===== config.mk =====
export PLATFORM = sky130hd
export DESIGN_NAME = baseline_top
export DESIGN_NICKNAME = d
export VERILOG_FILES = /design/src/hdl/dsp_cfg_pkg.sv /design/src/hdl/stream_pkg.sv /design/src/hdl/baseline_top.sv /design/src/hdl/delay.sv /design/src/hdl/moving_sum.sv /design/src/hdl/pulse_detector.sv
export SDC_FILE = /design/constraint.sdc
export NUM_CORES = 1
export LEC_CHECK = 0
export ABC_AREA = 1
export BUFFER_PORTS_ARGS = -buffer_cell sky130_fd_sc_hd__buf_2
export CORE_MARGIN = 2
export CORE_UTILIZATION = 61
export DETAILED_ROUTE_END_ITERATION = 8
export GPL_TIMING_DRIVEN = 0
export PLACE_DENSITY = 0.79
export REMOVE_ABC_BUFFERS = 1
export SYNTH_ARGS = -nofsm -noshare
export SYNTH_HDL_FRONTEND = slang
export SYNTH_SLANG_ARGS = --single-unit

===== constraint.sdc =====
create_clock -name clk -period 8.2 [get_ports clk]
set_input_delay 0.41 -clock clk [delete_from_list [all_inputs] [get_ports clk]]
set_output_delay 0.41 -clock clk [all_outputs]
set_load 0.03 [all_outputs]

===== src/hdl/dsp_cfg_pkg.sv =====
package dsp_cfg_pkg;

   // Width of one unsigned input sample
   localparam int SAMPLE_WIDTH = 12;

   // Number of samples averaged for the baseline, kept a power of two
   // so that the division reduces to a right shift
   localparam int WINDOW      = 16;
   localparam int WINDOW_LOG2 = 4;

   // The running sum needs WINDOW_LOG2 extra bits to hold WINDOW full-scale samples
   localparam int SUM_WIDTH = SAMPLE_WIDTH + WINDOW_LOG2;

   // Residual is signed and spans the full sample range in both directions
   localparam int RESID_WIDTH = SAMPLE_WIDTH + 1;

   // A residual must be strictly greater than this level to count as a pulse
   localparam int THRESHOLD = 200;

   // Accepted samples after a pulse during which no new pulse is flagged
   localparam int HOLDOFF = 8;

   // Width of the saturating pulse counter
   localparam int COUNT_WIDTH = 16;

endpackage


===== src/hdl/stream_pkg.sv =====
package stream_pkg;

   // Raw sample stream entering the design
   // A sample is taken on every rising clock edge where valid is high
   typedef struct packed {
      logic                                 valid;
      logic [dsp_cfg_pkg::SAMPLE_WIDTH-1:0] data;
   } sample_in_t;

   // Output of the moving sum stage
   // Sum already includes the sample carried alongside it
   typedef struct packed {
      logic                                 valid;
      logic [dsp_cfg_pkg::SAMPLE_WIDTH-1:0] sample;
      logic [dsp_cfg_pkg::SUM_WIDTH-1:0]    sum;
   } sum_stage_t;

   // Per-sample result of the detector
   // Residual is the sample minus the baseline, so it can go negative
   typedef struct packed {
      logic                                        valid;
      logic [dsp_cfg_pkg::SAMPLE_WIDTH-1:0]        baseline;
      logic signed [dsp_cfg_pkg::RESID_WIDTH-1:0]  residual;
      logic                                        pulse;
   } result_t;

endpackage


===== src/hdl/baseline_top.sv =====
`timescale 1ns/1ps

module baseline_top (
   input  logic                                clk,
   input  logic                                rst,
   input  stream_pkg::sample_in_t              in,
   output stream_pkg::result_t                 out,
   output logic [dsp_cfg_pkg::COUNT_WIDTH-1:0] pulse_count
);

   import stream_pkg::*;

   // Running window sum with its sample, one edge after acceptance
   sum_stage_t stage;

   // First stage tracks the sum of the last WINDOW accepted samples
   moving_sum moving_sum_i (
      .clk   (clk),
      .rst   (rst),
      .in    (in),
      .stage (stage)
   );

   // Second stage turns the sum into baseline, residual and pulse decisions
   // Results appear two edges after the sample was presented
   pulse_detector pulse_detector_i (
      .clk         (clk),
      .rst         (rst),
      .stage       (stage),
      .out         (out),
      .pulse_count (pulse_count)
   );

endmodule


===== src/hdl/delay.sv =====
`timescale 1ns/1ps

module delay #(
   parameter int CYCLES = 16,
   parameter int WIDTH  = 8
) (
   input  logic             clk,
   input  logic             rst,
   input  logic             en,
   input  logic [WIDTH-1:0] in,
   output logic [WIDTH-1:0] out
);

   // Shift chain, stage 0 takes the new word and the last stage feeds the output
   logic [WIDTH-1:0] regs [CYCLES];

   // The chain only advances on enabled edges, so the delay is counted in
   // accepted words and not in clock cycles
   always_ff @(posedge clk or posedge rst) begin
      if (rst) begin
         for (int i = 0; i < CYCLES; i++) begin
            regs[i] <= '0;
         end
      end else if (en) begin
         regs[0] <= in;
         for (int i = 1; i < CYCLES; i++) begin
            regs[i] <= regs[i-1];
         end
      end
   end

   // Between enabled edges this is the word that entered CYCLES enables ago,
   // which is the one that leaves a CYCLES-long window on the next enable
   assign out = regs[CYCLES-1];

endmodule


===== src/hdl/moving_sum.sv =====
`timescale 1ns/1ps

module moving_sum (
   input  logic                   clk,
   input  logic                   rst,
   input  stream_pkg::sample_in_t in,
   output stream_pkg::sum_stage_t stage
);

   import dsp_cfg_pkg::*;

   logic [SAMPLE_WIDTH-1:0] retired;
   logic [SUM_WIDTH-1:0]    sum_q;
   logic [SUM_WIDTH-1:0]    sum_next;
   logic [SAMPLE_WIDTH-1:0] sample_q;
   logic                    valid_q;

   // Window history
   // Its output is the sample that drops out of the window when the next
   // sample is accepted, and zero until WINDOW samples have been seen
   delay #(
      .CYCLES (WINDOW),
      .WIDTH  (SAMPLE_WIDTH)
   ) window_delay_i (
      .clk (clk),
      .rst (rst),
      .en  (in.valid),
      .in  (in.data),
      .out (retired)
   );

   // Add the newest sample and drop the oldest one
   // The sum never exceeds WINDOW full-scale samples, so SUM_WIDTH cannot overflow
   always_comb begin
      sum_next = sum_q + SUM_WIDTH'(in.data) - SUM_WIDTH'(retired);
   end

   // Accumulator and strobe
   // The strobe follows the input strobe by one edge, giving one cycle per sample
   always_ff @(posedge clk or posedge rst) begin
      if (rst) begin
         sum_q   <= '0;
         valid_q <= 1'b0;
      end else begin
         valid_q <= in.valid;
         if (in.valid) begin
            sum_q <= sum_next;
         end
      end
   end

   // Sample that matches the registered sum
   always_ff @(posedge clk) begin
      if (in.valid) begin
         sample_q <= in.data;
      end
   end

   assign stage = '{
      valid:  valid_q,
      sample: sample_q,
      sum:    sum_q
   };

endmodule


===== src/hdl/pulse_detector.sv =====
`timescale 1ns/1ps

module pulse_detector (
   input  logic                                clk,
   input  logic                                rst,
   input  stream_pkg::sum_stage_t              stage,
   output stream_pkg::result_t                 out,
   output logic [dsp_cfg_pkg::COUNT_WIDTH-1:0] pulse_count
);

   import dsp_cfg_pkg::*;

   logic [SAMPLE_WIDTH-1:0]         baseline_next;
   logic signed [RESID_WIDTH-1:0]   residual_next;
   logic                            detect;

   logic [$clog2(HOLDOFF+1)-1:0]    holdoff_q;
   logic                            valid_q;
   logic                            pulse_q;
   logic [SAMPLE_WIDTH-1:0]         baseline_q;
   logic signed [RESID_WIDTH-1:0]   residual_q;

   // Baseline is the window average
   // WINDOW is a power of two, so the shift drops exactly WINDOW_LOG2 bits and
   // the average always fits back into a sample
   always_comb begin
      baseline_next = SAMPLE_WIDTH'(stage.sum >> WINDOW_LOG2);
   end

   // Both operands are zero-extended by one bit before the signed subtraction
   always_comb begin
      residual_next = $signed({1'b0, stage.sample}) - $signed({1'b0, baseline_next});
   end

   // A pulse needs a large enough residual and an expired hold-off
   always_comb begin
      detect = stage.valid && (residual_next > THRESHOLD) && (holdoff_q == '0);
   end

   // Hold-off counter
   // A pulse reloads it, and every later result while it is nonzero counts it down
   always_ff @(posedge clk or posedge rst) begin
      if (rst) begin
         holdoff_q <= '0;
      end else if (stage.valid) begin
         if (detect) begin
            holdoff_q <= ($clog2(HOLDOFF+1))'(HOLDOFF);
         end else if (holdoff_q != '0) begin
            holdoff_q <= holdoff_q - 1'b1;
         end
      end
   end

   // Saturating pulse counter, updated on the same edge as the result
   always_ff @(posedge clk or posedge rst) begin
      if (rst) begin
         pulse_count <= '0;
      end else if (detect && (pulse_count != '1)) begin
         pulse_count <= pulse_count + 1'b1;
      end
   end

   // Output strobe and flag
   // The flag is only ever high together with the strobe
   always_ff @(posedge clk or posedge rst) begin
      if (rst) begin
         valid_q <= 1'b0;
         pulse_q <= 1'b0;
      end else begin
         valid_q <= stage.valid;
         pulse_q <= detect;
      end
   end

   // Result payload, qualified by the output strobe
   always_ff @(posedge clk) begin
      if (stage.valid) begin
         baseline_q <= baseline_next;
         residual_q <= residual_next;
      end
   end

   assign out = '{
      valid:    valid_q,
      baseline: baseline_q,
      residual: residual_q,
      pulse:    pulse_q
   };

endmodule


==> metrics.log, run 1 <==
INFO  metric run_status = finished, violations left
INFO  metric failed_checks = negative hold slack
INFO  metric postSynthRegisterBits = 268
INFO  metric drc = 0
INFO  metric hold_slack = -0.01530 ns
INFO  metric yosysWarningCount = 0
INFO  metric grt_antenna_before_repair = 0
INFO  metric numCtsBuffers = 27
INFO  metric clock.fmax = 357.8 MHz
INFO  metric route.vias.total = 8,176
INFO  metric power.density_cell_area = 332.6 nW/µm²
INFO  metric place_hpwl = about 13,000 µm
INFO  metric slew_headroom = about a third
INFO  metric synth_cell_types = 37
INFO  metric insertion_delay = 0.54 ns
INFO  metric n_antenna_cell = 0
INFO  metric x_dimension_of_the_die = 143.5 µm
INFO  metric cts-root-buf = sky130_fd_sc_hd__clkbuf_16
INFO  metric initial_drt_pass_iterations = 5
INFO  metric cpPeakStageDelay = 0.51 ns
INFO  metric syn-cell-area = about 12,000 µm²
INFO  metric cts_tree = done
INFO  metric initial_core_util = about three fifths
INFO  metric max_cap_violations = 0
INFO  metric power.share.clock = a little over a quarter
INFO  metric die-area = approximately 20,000 µm²
INFO  metric grt_use_total = 20.63%
INFO  metric net_total_in_the_final_layout = between 1,000 and 1,500
INFO  metric final_core_util = 68.61%
INFO  metric drt-vias-per-instance = 5.072
INFO  metric rsz0062_at_grt = false
INFO  metric min-delay-path-class = input port to async pin
INFO  metric ant_nets = 0
INFO  metric routed_wire_length = just over 20,000 µm
INFO  metric net_switching_fraction_of_the_power = 35.51%
INFO  metric syn_inst = 1,289
INFO  metric cts_hold_buffers = 0
INFO  metric period_share = about 34%
INFO  metric die-height = 143.5 µm
INFO  metric cts_max_path_buffers = 3
INFO  metric clkSlewWorstSetupHoldPaths = 0.06 ns
INFO  metric power_leakage = between 6 and 7 nW
INFO  metric critical_path.max_fanout = 4
INFO  metric drt-initial-drc-count = between 600 and 700
INFO  metric vdd_drop_max = 182.9 µV
INFO  metric cell_internal_pwr = between 2 and 3 mW
INFO  metric worst_setup_path_start_kind = flop
INFO  metric synthDominantCellAreaShare = 48.72%
INFO  metric yosysSeqAreaShare = around three fifths
INFO  metric power.switching = 1.562 mW
INFO  metric gpl.final_weighted_congestion = 0.8513
INFO  metric finalSetupViolCount = 0
INFO  metric drt-wirelength-per-cell = 12.56 µm
INFO  metric worstSetupEndpointType = flop
INFO  metric overflow = 0
INFO  metric post-synth-top-area-cell = sky130_fd_sc_hd__dfrtp_1
INFO  metric fin_crit = 2.795 ns
INFO  metric crit_top_cell = sky130_fd_sc_hd__nand2_1
INFO  metric syn-mean-instance-area = 9.205 µm²
INFO  metric crit_path_cell_trace = fa_1, inv_1, ha_1, a21oi_1, nand2_1, a21boi_0, o21ai_0, nand3_1, nand2_1, xor2_1, nand2_1, o21ai_0
INFO  metric crit_type = flop to flop
INFO  metric post-cts-setup-buffers = 0
INFO  metric critical_path.slowest_cell = sky130_fd_sc_hd__fa_1
INFO  metric critical_path_arrival = 3.19 ns
INFO  metric pin_count_of_the_biggest_net_entering_global_routing = 152
INFO  metric grt_pass1_vias = 7,616
INFO  metric wp_buf_inv = 1
INFO  metric cell_class_contributing_the_biggest_share_of_worst_path_delay = adder cells
INFO  metric design.core.area = 19,270 µm²
INFO  metric port-buffer-count = between 50 and 60
INFO  metric ranking_of_synthesized_cells_by_area = sky130_fd_sc_hd__dfrtp_1 (49%), sky130_fd_sc_hd__nand2_1 (11%), sky130_fd_sc_hd__edfxtp_1 (9.4%)
INFO  metric area.growth.synth_to_final = 11.44%
INFO  metric count_of_endpoints_failing_hold_in_the_final_timing_report = 8
INFO  metric numClockSinks = 268
INFO  metric seq_power_share = 40.0%
INFO  metric wire_length_of_the_first_global_routing_pass = ~35,000 µm
INFO  metric comb_power_share = 33.5%
INFO  metric worstMarginPinSlew = 1.008 ns
INFO  metric worstPathRequired = 8.59 ns
INFO  metric htreeDepth = 1
INFO  metric finClkSkew = approximately 0.015 ns
INFO  metric post_cts_resize_count = 0
INFO  metric final_max_slew_viol_count = 0
INFO  metric floorplan.io_pins = 58
INFO  metric row_count = 51
INFO  metric drive_gt1_share = 9.428%
-- registers in the layout, summed over array words and instances (netlist names), 4 cells and up --
signal / flops
pulse_detector_i.baseline_q: 12
pulse_detector_i.pulse_count: 16
moving_sum_i.sum_q: 16
moving_sum_i.window_delay_i.regs: 180
pulse_detector_i.residual_q: 13
moving_sum_i.sample_q: 12
moving_sum_i.window_delay_i.out: 12
pulse_detector_i.holdoff_q: 4
-- routing by layer --
metal | GRT usage, % | vias up | part of all wire (%)
met3 | 3.199 | 38 | 3.7
met1 | 29.88 | 3866 | 47
met4 | 5.108 | 0 | 1.9
li1 | - | 4128 | -
met2 | 33.16 | 144 | 47
met5 | 0 | - | 0
-- placed cells by master, fill, tap and decap left out, drive strengths merged, types with 28 or more instances in the layout --
cell,synthesis,final
inv,216,218
nor2,28,28
clkbuf,44,42
nand2,353,353
buf,7,60
edfxtp,37,37
ha,30,30
o21ai,209,209
nand3,40,40
dfrtp,231,231
-- cell families (layout without fill, tap and decap cells) --
group / Yosys count / in the layout / share of synthesized area [%]
AND/OR/NAND/NOR: 443 / 443 / 15.40
buffers and inverters: 268 / 326 / 8.700
AO/OA/AOI/OAI: 241 / 241 / 10.42
adder cells (fa/ha/maj): 43 / 43 / 5.357
flip-flops: 268 / 268 / 58.08
XOR/XNOR: 26 / 26 / 2.046
-- Yosys cell counts --
cell type	number
sky130_fd_sc_hd__xnor2_1	9
sky130_fd_sc_hd__a21boi_0	2
sky130_fd_sc_hd__a21o_1	3
sky130_fd_sc_hd__a21oi_2	1
sky130_fd_sc_hd__nand3_2	5
sky130_fd_sc_hd__nor3_1	4
sky130_fd_sc_hd__o31ai_1	1
sky130_fd_sc_hd__edfxtp_1	37
sky130_fd_sc_hd__dfrtp_1	231
sky130_fd_sc_hd__xor2_1	15
sky130_fd_sc_hd__or2_2	1
sky130_fd_sc_hd__clkinv_2	1
sky130_fd_sc_hd__o22ai_1	4
sky130_fd_sc_hd__inv_1	215
sky130_fd_sc_hd__fa_1	13
sky130_fd_sc_hd__nor2_2	5
sky130_fd_sc_hd__o21bai_1	1
sky130_fd_sc_hd__nor2_4	1
sky130_fd_sc_hd__o21ai_2	1
sky130_fd_sc_hd__ha_1	30
sky130_fd_sc_hd__nor2_1	22
sky130_fd_sc_hd__buf_4	4
sky130_fd_sc_hd__xor2_2	2
sky130_fd_sc_hd__nand3b_1	2
sky130_fd_sc_hd__buf_6	1
sky130_fd_sc_hd__nand4_1	11
sky130_fd_sc_hd__clkbuf_1	44
sky130_fd_sc_hd__nand2_1	349
sky130_fd_sc_hd__buf_2	2
sky130_fd_sc_hd__nor4_1	2
sky130_fd_sc_hd__and2_1	1
sky130_fd_sc_hd__nand2_2	4
sky130_fd_sc_hd__nand3_1	35
sky130_fd_sc_hd__o21ai_0	208
sky130_fd_sc_hd__nand4_2	1
sky130_fd_sc_hd__a21oi_1	20
sky130_fd_sc_hd__inv_2	1
-- stage by stage --
stage	cell area [µm²]	setup TNS, ns	setup slack [ns]	power [mW]	instances
after floorplan	11650	0	1.457	2.902	1238
after global placement	12270	-245.76	-0.9280	3.189	1560
after detailed placement	12370	0	5.214	3.247	1563
after CTS	13220	0	5.418	4.439	1612
after global routing	13220	0	5.141	4.735	1612
final	13220	0	5.405	4.398	1612
-- worst paths after layout --
kind                                                     from                                     to  slack (ns)  depth (start not counted)
setup / recovery           moving_sum_i.window_delay_i.out[2]                 moving_sum_i.sum_q[15]        5.40                         12
setup reg to reg           moving_sum_i.window_delay_i.out[2]                 moving_sum_i.sum_q[15]        5.40                         12
hold reg to reg                        moving_sum_i.sum_q[11]         pulse_detector_i.baseline_q[7]        0.45                          0
max in group asynchronous                                 rst  moving_sum_i.window_delay_i.regs[122]        7.11                          3
hold / removal                                            rst  moving_sum_i.window_delay_i.regs[153]       -0.02                          2
min in group clk                                        in[6]               moving_sum_i.sample_q[6]        0.10                          1
-- worst register-to-register path, cell delays in order, from the launching register on --
cell,delay [ns]
sky130_fd_sc_hd__dfrtp_1,0.39
sky130_fd_sc_hd__fa_1,0.51
sky130_fd_sc_hd__inv_1,0.04
sky130_fd_sc_hd__ha_1,0.35
sky130_fd_sc_hd__a21oi_1,0.18
sky130_fd_sc_hd__nand2_1,0.13
sky130_fd_sc_hd__a21boi_0,0.30
sky130_fd_sc_hd__o21ai_0,0.25
sky130_fd_sc_hd__nand3_1,0.13
sky130_fd_sc_hd__nand2_1,0.10
sky130_fd_sc_hd__xor2_1,0.15
sky130_fd_sc_hd__nand2_1,0.05
sky130_fd_sc_hd__o21ai_0,0.08
-- power groups by stage --
stage / clock (mW) / combinational, mW / sequential (mW)
2_1_floorplan: 0 / 1.03 / 1.87
3_3_place_gp: 0 / 1.41 / 1.77
3_5_place_dp: 0 / 1.47 / 1.78
4_1_cts: 1.19 / 1.49 / 1.76
5_1_grt: 1.25 / 1.69 / 1.79
6_report: 1.17 / 1.47 / 1.76
-- cell type report --
class,count,area (µm²)
Multi-Input combinational cell,753,3941
Fill cell,1491,6048
Clock buffer,42,812.0
Timing Repair Buffer,60,374.1
Tap cell,265,331.6
Clock inverter,7,43.79
Sequential cell,268,6892
Inverter,217,828.3
Power figures use the tool's default switching activity.
==> inputs of run 2 (changes only) <==
--- a/config.mk
+++ b/config.mk
@@ -8,10 +8,10 @@
 export ABC_AREA = 1
 export BUFFER_PORTS_ARGS = -buffer_cell sky130_fd_sc_hd__buf_2
 export CORE_MARGIN = 2
-export CORE_UTILIZATION = 61
+export CORE_UTILIZATION = 55
 export DETAILED_ROUTE_END_ITERATION = 8
 export GPL_TIMING_DRIVEN = 0
-export PLACE_DENSITY = 0.79
+export PLACE_DENSITY = 0.76
 export REMOVE_ABC_BUFFERS = 1
 export SYNTH_ARGS = -nofsm -noshare
 export SYNTH_HDL_FRONTEND = slang
==> constraint.sdc (replaced) <==
create_clock -name clk -period 2.3 [get_ports clk]
set_input_delay 0.115 -clock clk [delete_from_list [all_inputs] [get_ports clk]]
set_output_delay 0.115 -clock clk [all_outputs]
set_load 0.03 [all_outputs]
==> run 2 against run 1 <==
Via count rose by 7.4%. Final area rose by 9.1%. Wire length rose by 20%. Largest cell class unchanged. Clock-buffer cell count fell by 3. Core utilization fell by 0.19 points. Worst setup slack got worse by 5.6 ns. Worst hold slack improved by 0.13 ns. Highest routed layer unchanged. The flow finishes with violations (negative setup slack). Global-route usage rose by 0.16 points. Combinational power rose to 5.4 times the previous value. Sequential power rose to 3.6 times the previous value. First-iteration DRC count rose by 9.1%. Register-to-register slack got worse by 5.6 ns.
==> metrics.log, run 2 (same netlist as run 1, synthesis figures left out) <==
INFO  metric drt-vias-per-instance = around 5.3
INFO  metric sequential_cell_area = approximately 6900 µm²
INFO  metric run_status = finished, violations left
INFO  metric final_max_slew_viol_count = 0
INFO  metric grt_pass1_vias = 8,452
INFO  metric x_dimension_of_the_die = 150.9 µm
INFO  metric final_critical_path_setup_slack = -0.1963 ns
INFO  metric htreeDepth = 1
INFO  metric cpPeakStageDelay = between 0.5 and 0.6 ns
INFO  metric route.vias.total = 8,778
INFO  metric crit_type = input port to flop
INFO  metric worstMarginPinSlew = 1.132 ns
INFO  metric clock.fmax = 400.6 MHz
INFO  metric critical_path.max_fanout = 5
INFO  metric largest-register = moving_sum_i.window_delay_i.regs
INFO  metric crit_path_cell_trace = dlygate4sd3_1, buf_2, inv_1, fa_1, inv_2, ha_4, a21oi_2, nand2_2, buf_6, buf_6, a21o_1, a21oi_2, xor2_1, o21ai_1
INFO  metric clkSlewWorstSetupHoldPaths = ~0.060 ns
INFO  metric cts_tree = done
INFO  metric n_antenna_cell = 0
INFO  metric reg2regPathDepth = 11
INFO  metric finClkSkew = 0.01003 ns
INFO  metric drt-initial-drc-count = 722
INFO  metric worst_setup_path_start_kind = input port
INFO  metric failed_checks = negative setup slack
INFO  metric numClockSinks = 268
INFO  metric drive_gt1_share = 19.50%
INFO  metric count_of_endpoints_failing_hold_in_the_final_timing_report = 0
INFO  metric insertion_delay = 0.53 ns
INFO  metric die-height = 150.9 µm
INFO  metric layout.cells.most_common_list = sky130_fd_sc_hd__nand2_1 (329), sky130_fd_sc_hd__dfrtp_1 (229), sky130_fd_sc_hd__inv_1 (196), sky130_fd_sc_hd__o21ai_0 (196), sky130_fd_sc_hd__buf_2 (56)
INFO  metric critical_path_arrival = 2.90 ns
INFO  metric initial_core_util = 56.27%
INFO  metric slew_headroom = 24.56%
INFO  metric floorplan.io_pins = 58
INFO  metric overflow = 0
INFO  metric fill_cells = 1,480
INFO  metric grt_antenna_before_repair = 0
INFO  metric design.core.area = 21,090 µm²
INFO  metric grt_use_total = 20.78%
INFO  metric finish.instance_area = about 14,000 µm²
INFO  metric place_hpwl = 13,220 µm
INFO  metric power_leakage = 6.884 nW
INFO  metric placement.setup.worst_slack = -0.3685 ns
INFO  metric min-delay-path-class = input port to flop
INFO  metric largestRegisters = moving_sum_i.window_delay_i.regs (180), moving_sum_i.sum_q (16), pulse_detector_i.pulse_count (16)
INFO  metric power.density_cell_area = 1323 nW/µm²
INFO  metric critical_path.slowest_cell = sky130_fd_sc_hd__fa_1
INFO  metric row_count = 53
INFO  metric whs_path_depth = 1
INFO  metric cts_max_path_buffers = 3
INFO  metric drc = 0
INFO  metric worstSetupEndpointType = flop
INFO  metric placed_cell_area = approximately 12,000 µm²
INFO  metric wire_length_of_the_first_global_routing_pass = 38,830 µm
INFO  metric routed_wire_length = approximately 24,000 µm
INFO  metric initial_drt_pass_iterations = 7
INFO  metric area.growth.synth_to_final = 21.62%
INFO  metric fin_crit = 2.496 ns
INFO  metric finalSetupViolCount = 24
INFO  metric port-buffer-count = 57
INFO  metric rsz0062_at_grt = true
INFO  metric max_cap_violations = 0
INFO  metric ant_nets = 0
INFO  metric cts-root-buf = sky130_fd_sc_hd__clkbuf_16
INFO  metric worstPathRequired = ~2.7 ns
INFO  metric period_share = 108.5%
INFO  metric largest_register_ff_count = between 150 and 200
INFO  metric net_total_in_the_final_layout = between 1,000 and 1,500
INFO  metric drt-wirelength-per-cell = 14.64 µm
INFO  metric pin_count_of_the_biggest_net_entering_global_routing = 140
INFO  metric die-area = 22,760 µm²
INFO  metric multi_input_area = 4588 µm²
INFO  metric gpl.final_weighted_congestion = 0.9050
INFO  metric numCtsBuffers = 28
INFO  metric vdd_drop_max = 736.1 µV
INFO  metric final_common_cell = sky130_fd_sc_hd__nand2_1
run 2: where the power goes:
group | internal (mW) | total (mW) | switching [mW] | leakage [nW]
registers | 5.83 | 6.28 | 0.447 | 3.36
logic | 3.22 | 7.96 | 4.74 | 3.02
clock network | 3.04 | 4.85 | 1.82 | 0.507
run 2: routing by layer:
layer,global-route usage [%],wire length [µm]
met3,3.313,1308
met1,28.51,10450
met4,6.729,809
met5,0,0
met2,34.30,11810
run 2: worst paths after layout:
check	start	slack, ns	to
min in group asynchronous	rst	0.23	moving_sum_i.window_delay_i.regs[117]
worst min register to register	moving_sum_i.sum_q[11]	0.45	pulse_detector_i.baseline_q[7]
worst max register to register	moving_sum_i.window_delay_i.out[3]	-0.19	moving_sum_i.sum_q[10]
worst max-delay path	in[3]	-0.20	moving_sum_i.sum_q[10]
worst min-delay path	in[12]	0.12	moving_sum_i.valid_q
max in group asynchronous	rst	0.97	moving_sum_i.window_delay_i.regs[62]
run 2: final cells by class:
class	count	share of cell area (%)
clock buffer	39	5.922
inverter	217	5.766
timing repair buffer	100	5.168
tap	275	2.384
multi-input combinational	754	31.80
clock inverter	12	1.188
sequential	268	47.78
run 2: what timing repair did:
item,CTS,global route
hold buffers,13,0
buffers inserted,12,17
pin swaps,17,40
setup endpoints to repair,31,30
resized for setup,62,93
gates cloned,1,0
hold endpoints to repair,118,0
run 2: metrics by stage:
step	util [%]	setup TNS, ns	std cells	power, mW	hold slack (ns)
after floorplan	-	-1051.37	1238	10.35	0.1464
after global placement	58.22	-2236.02	1570	11.42	0.3477
after detailed placement	58.70	-5.659	1573	11.60	0.2924
after CTS	66.00	-0.6713	1648	17.47	0.09949
after global routing	68.43	-4.672	1665	20.21	0.1546
final	68.43	-1.818	1665	19.09	0.1179
run 2: critical path, delay by kind of cell:
family	cells	cell delay, ns
xor gates and xnor gates	1	0.22
AOI/OAI and AO/OA	4	0.57
and+or+nand+nor	1	0.09
buffers and inverters	6	1.08
adders and majority gates	2	0.81
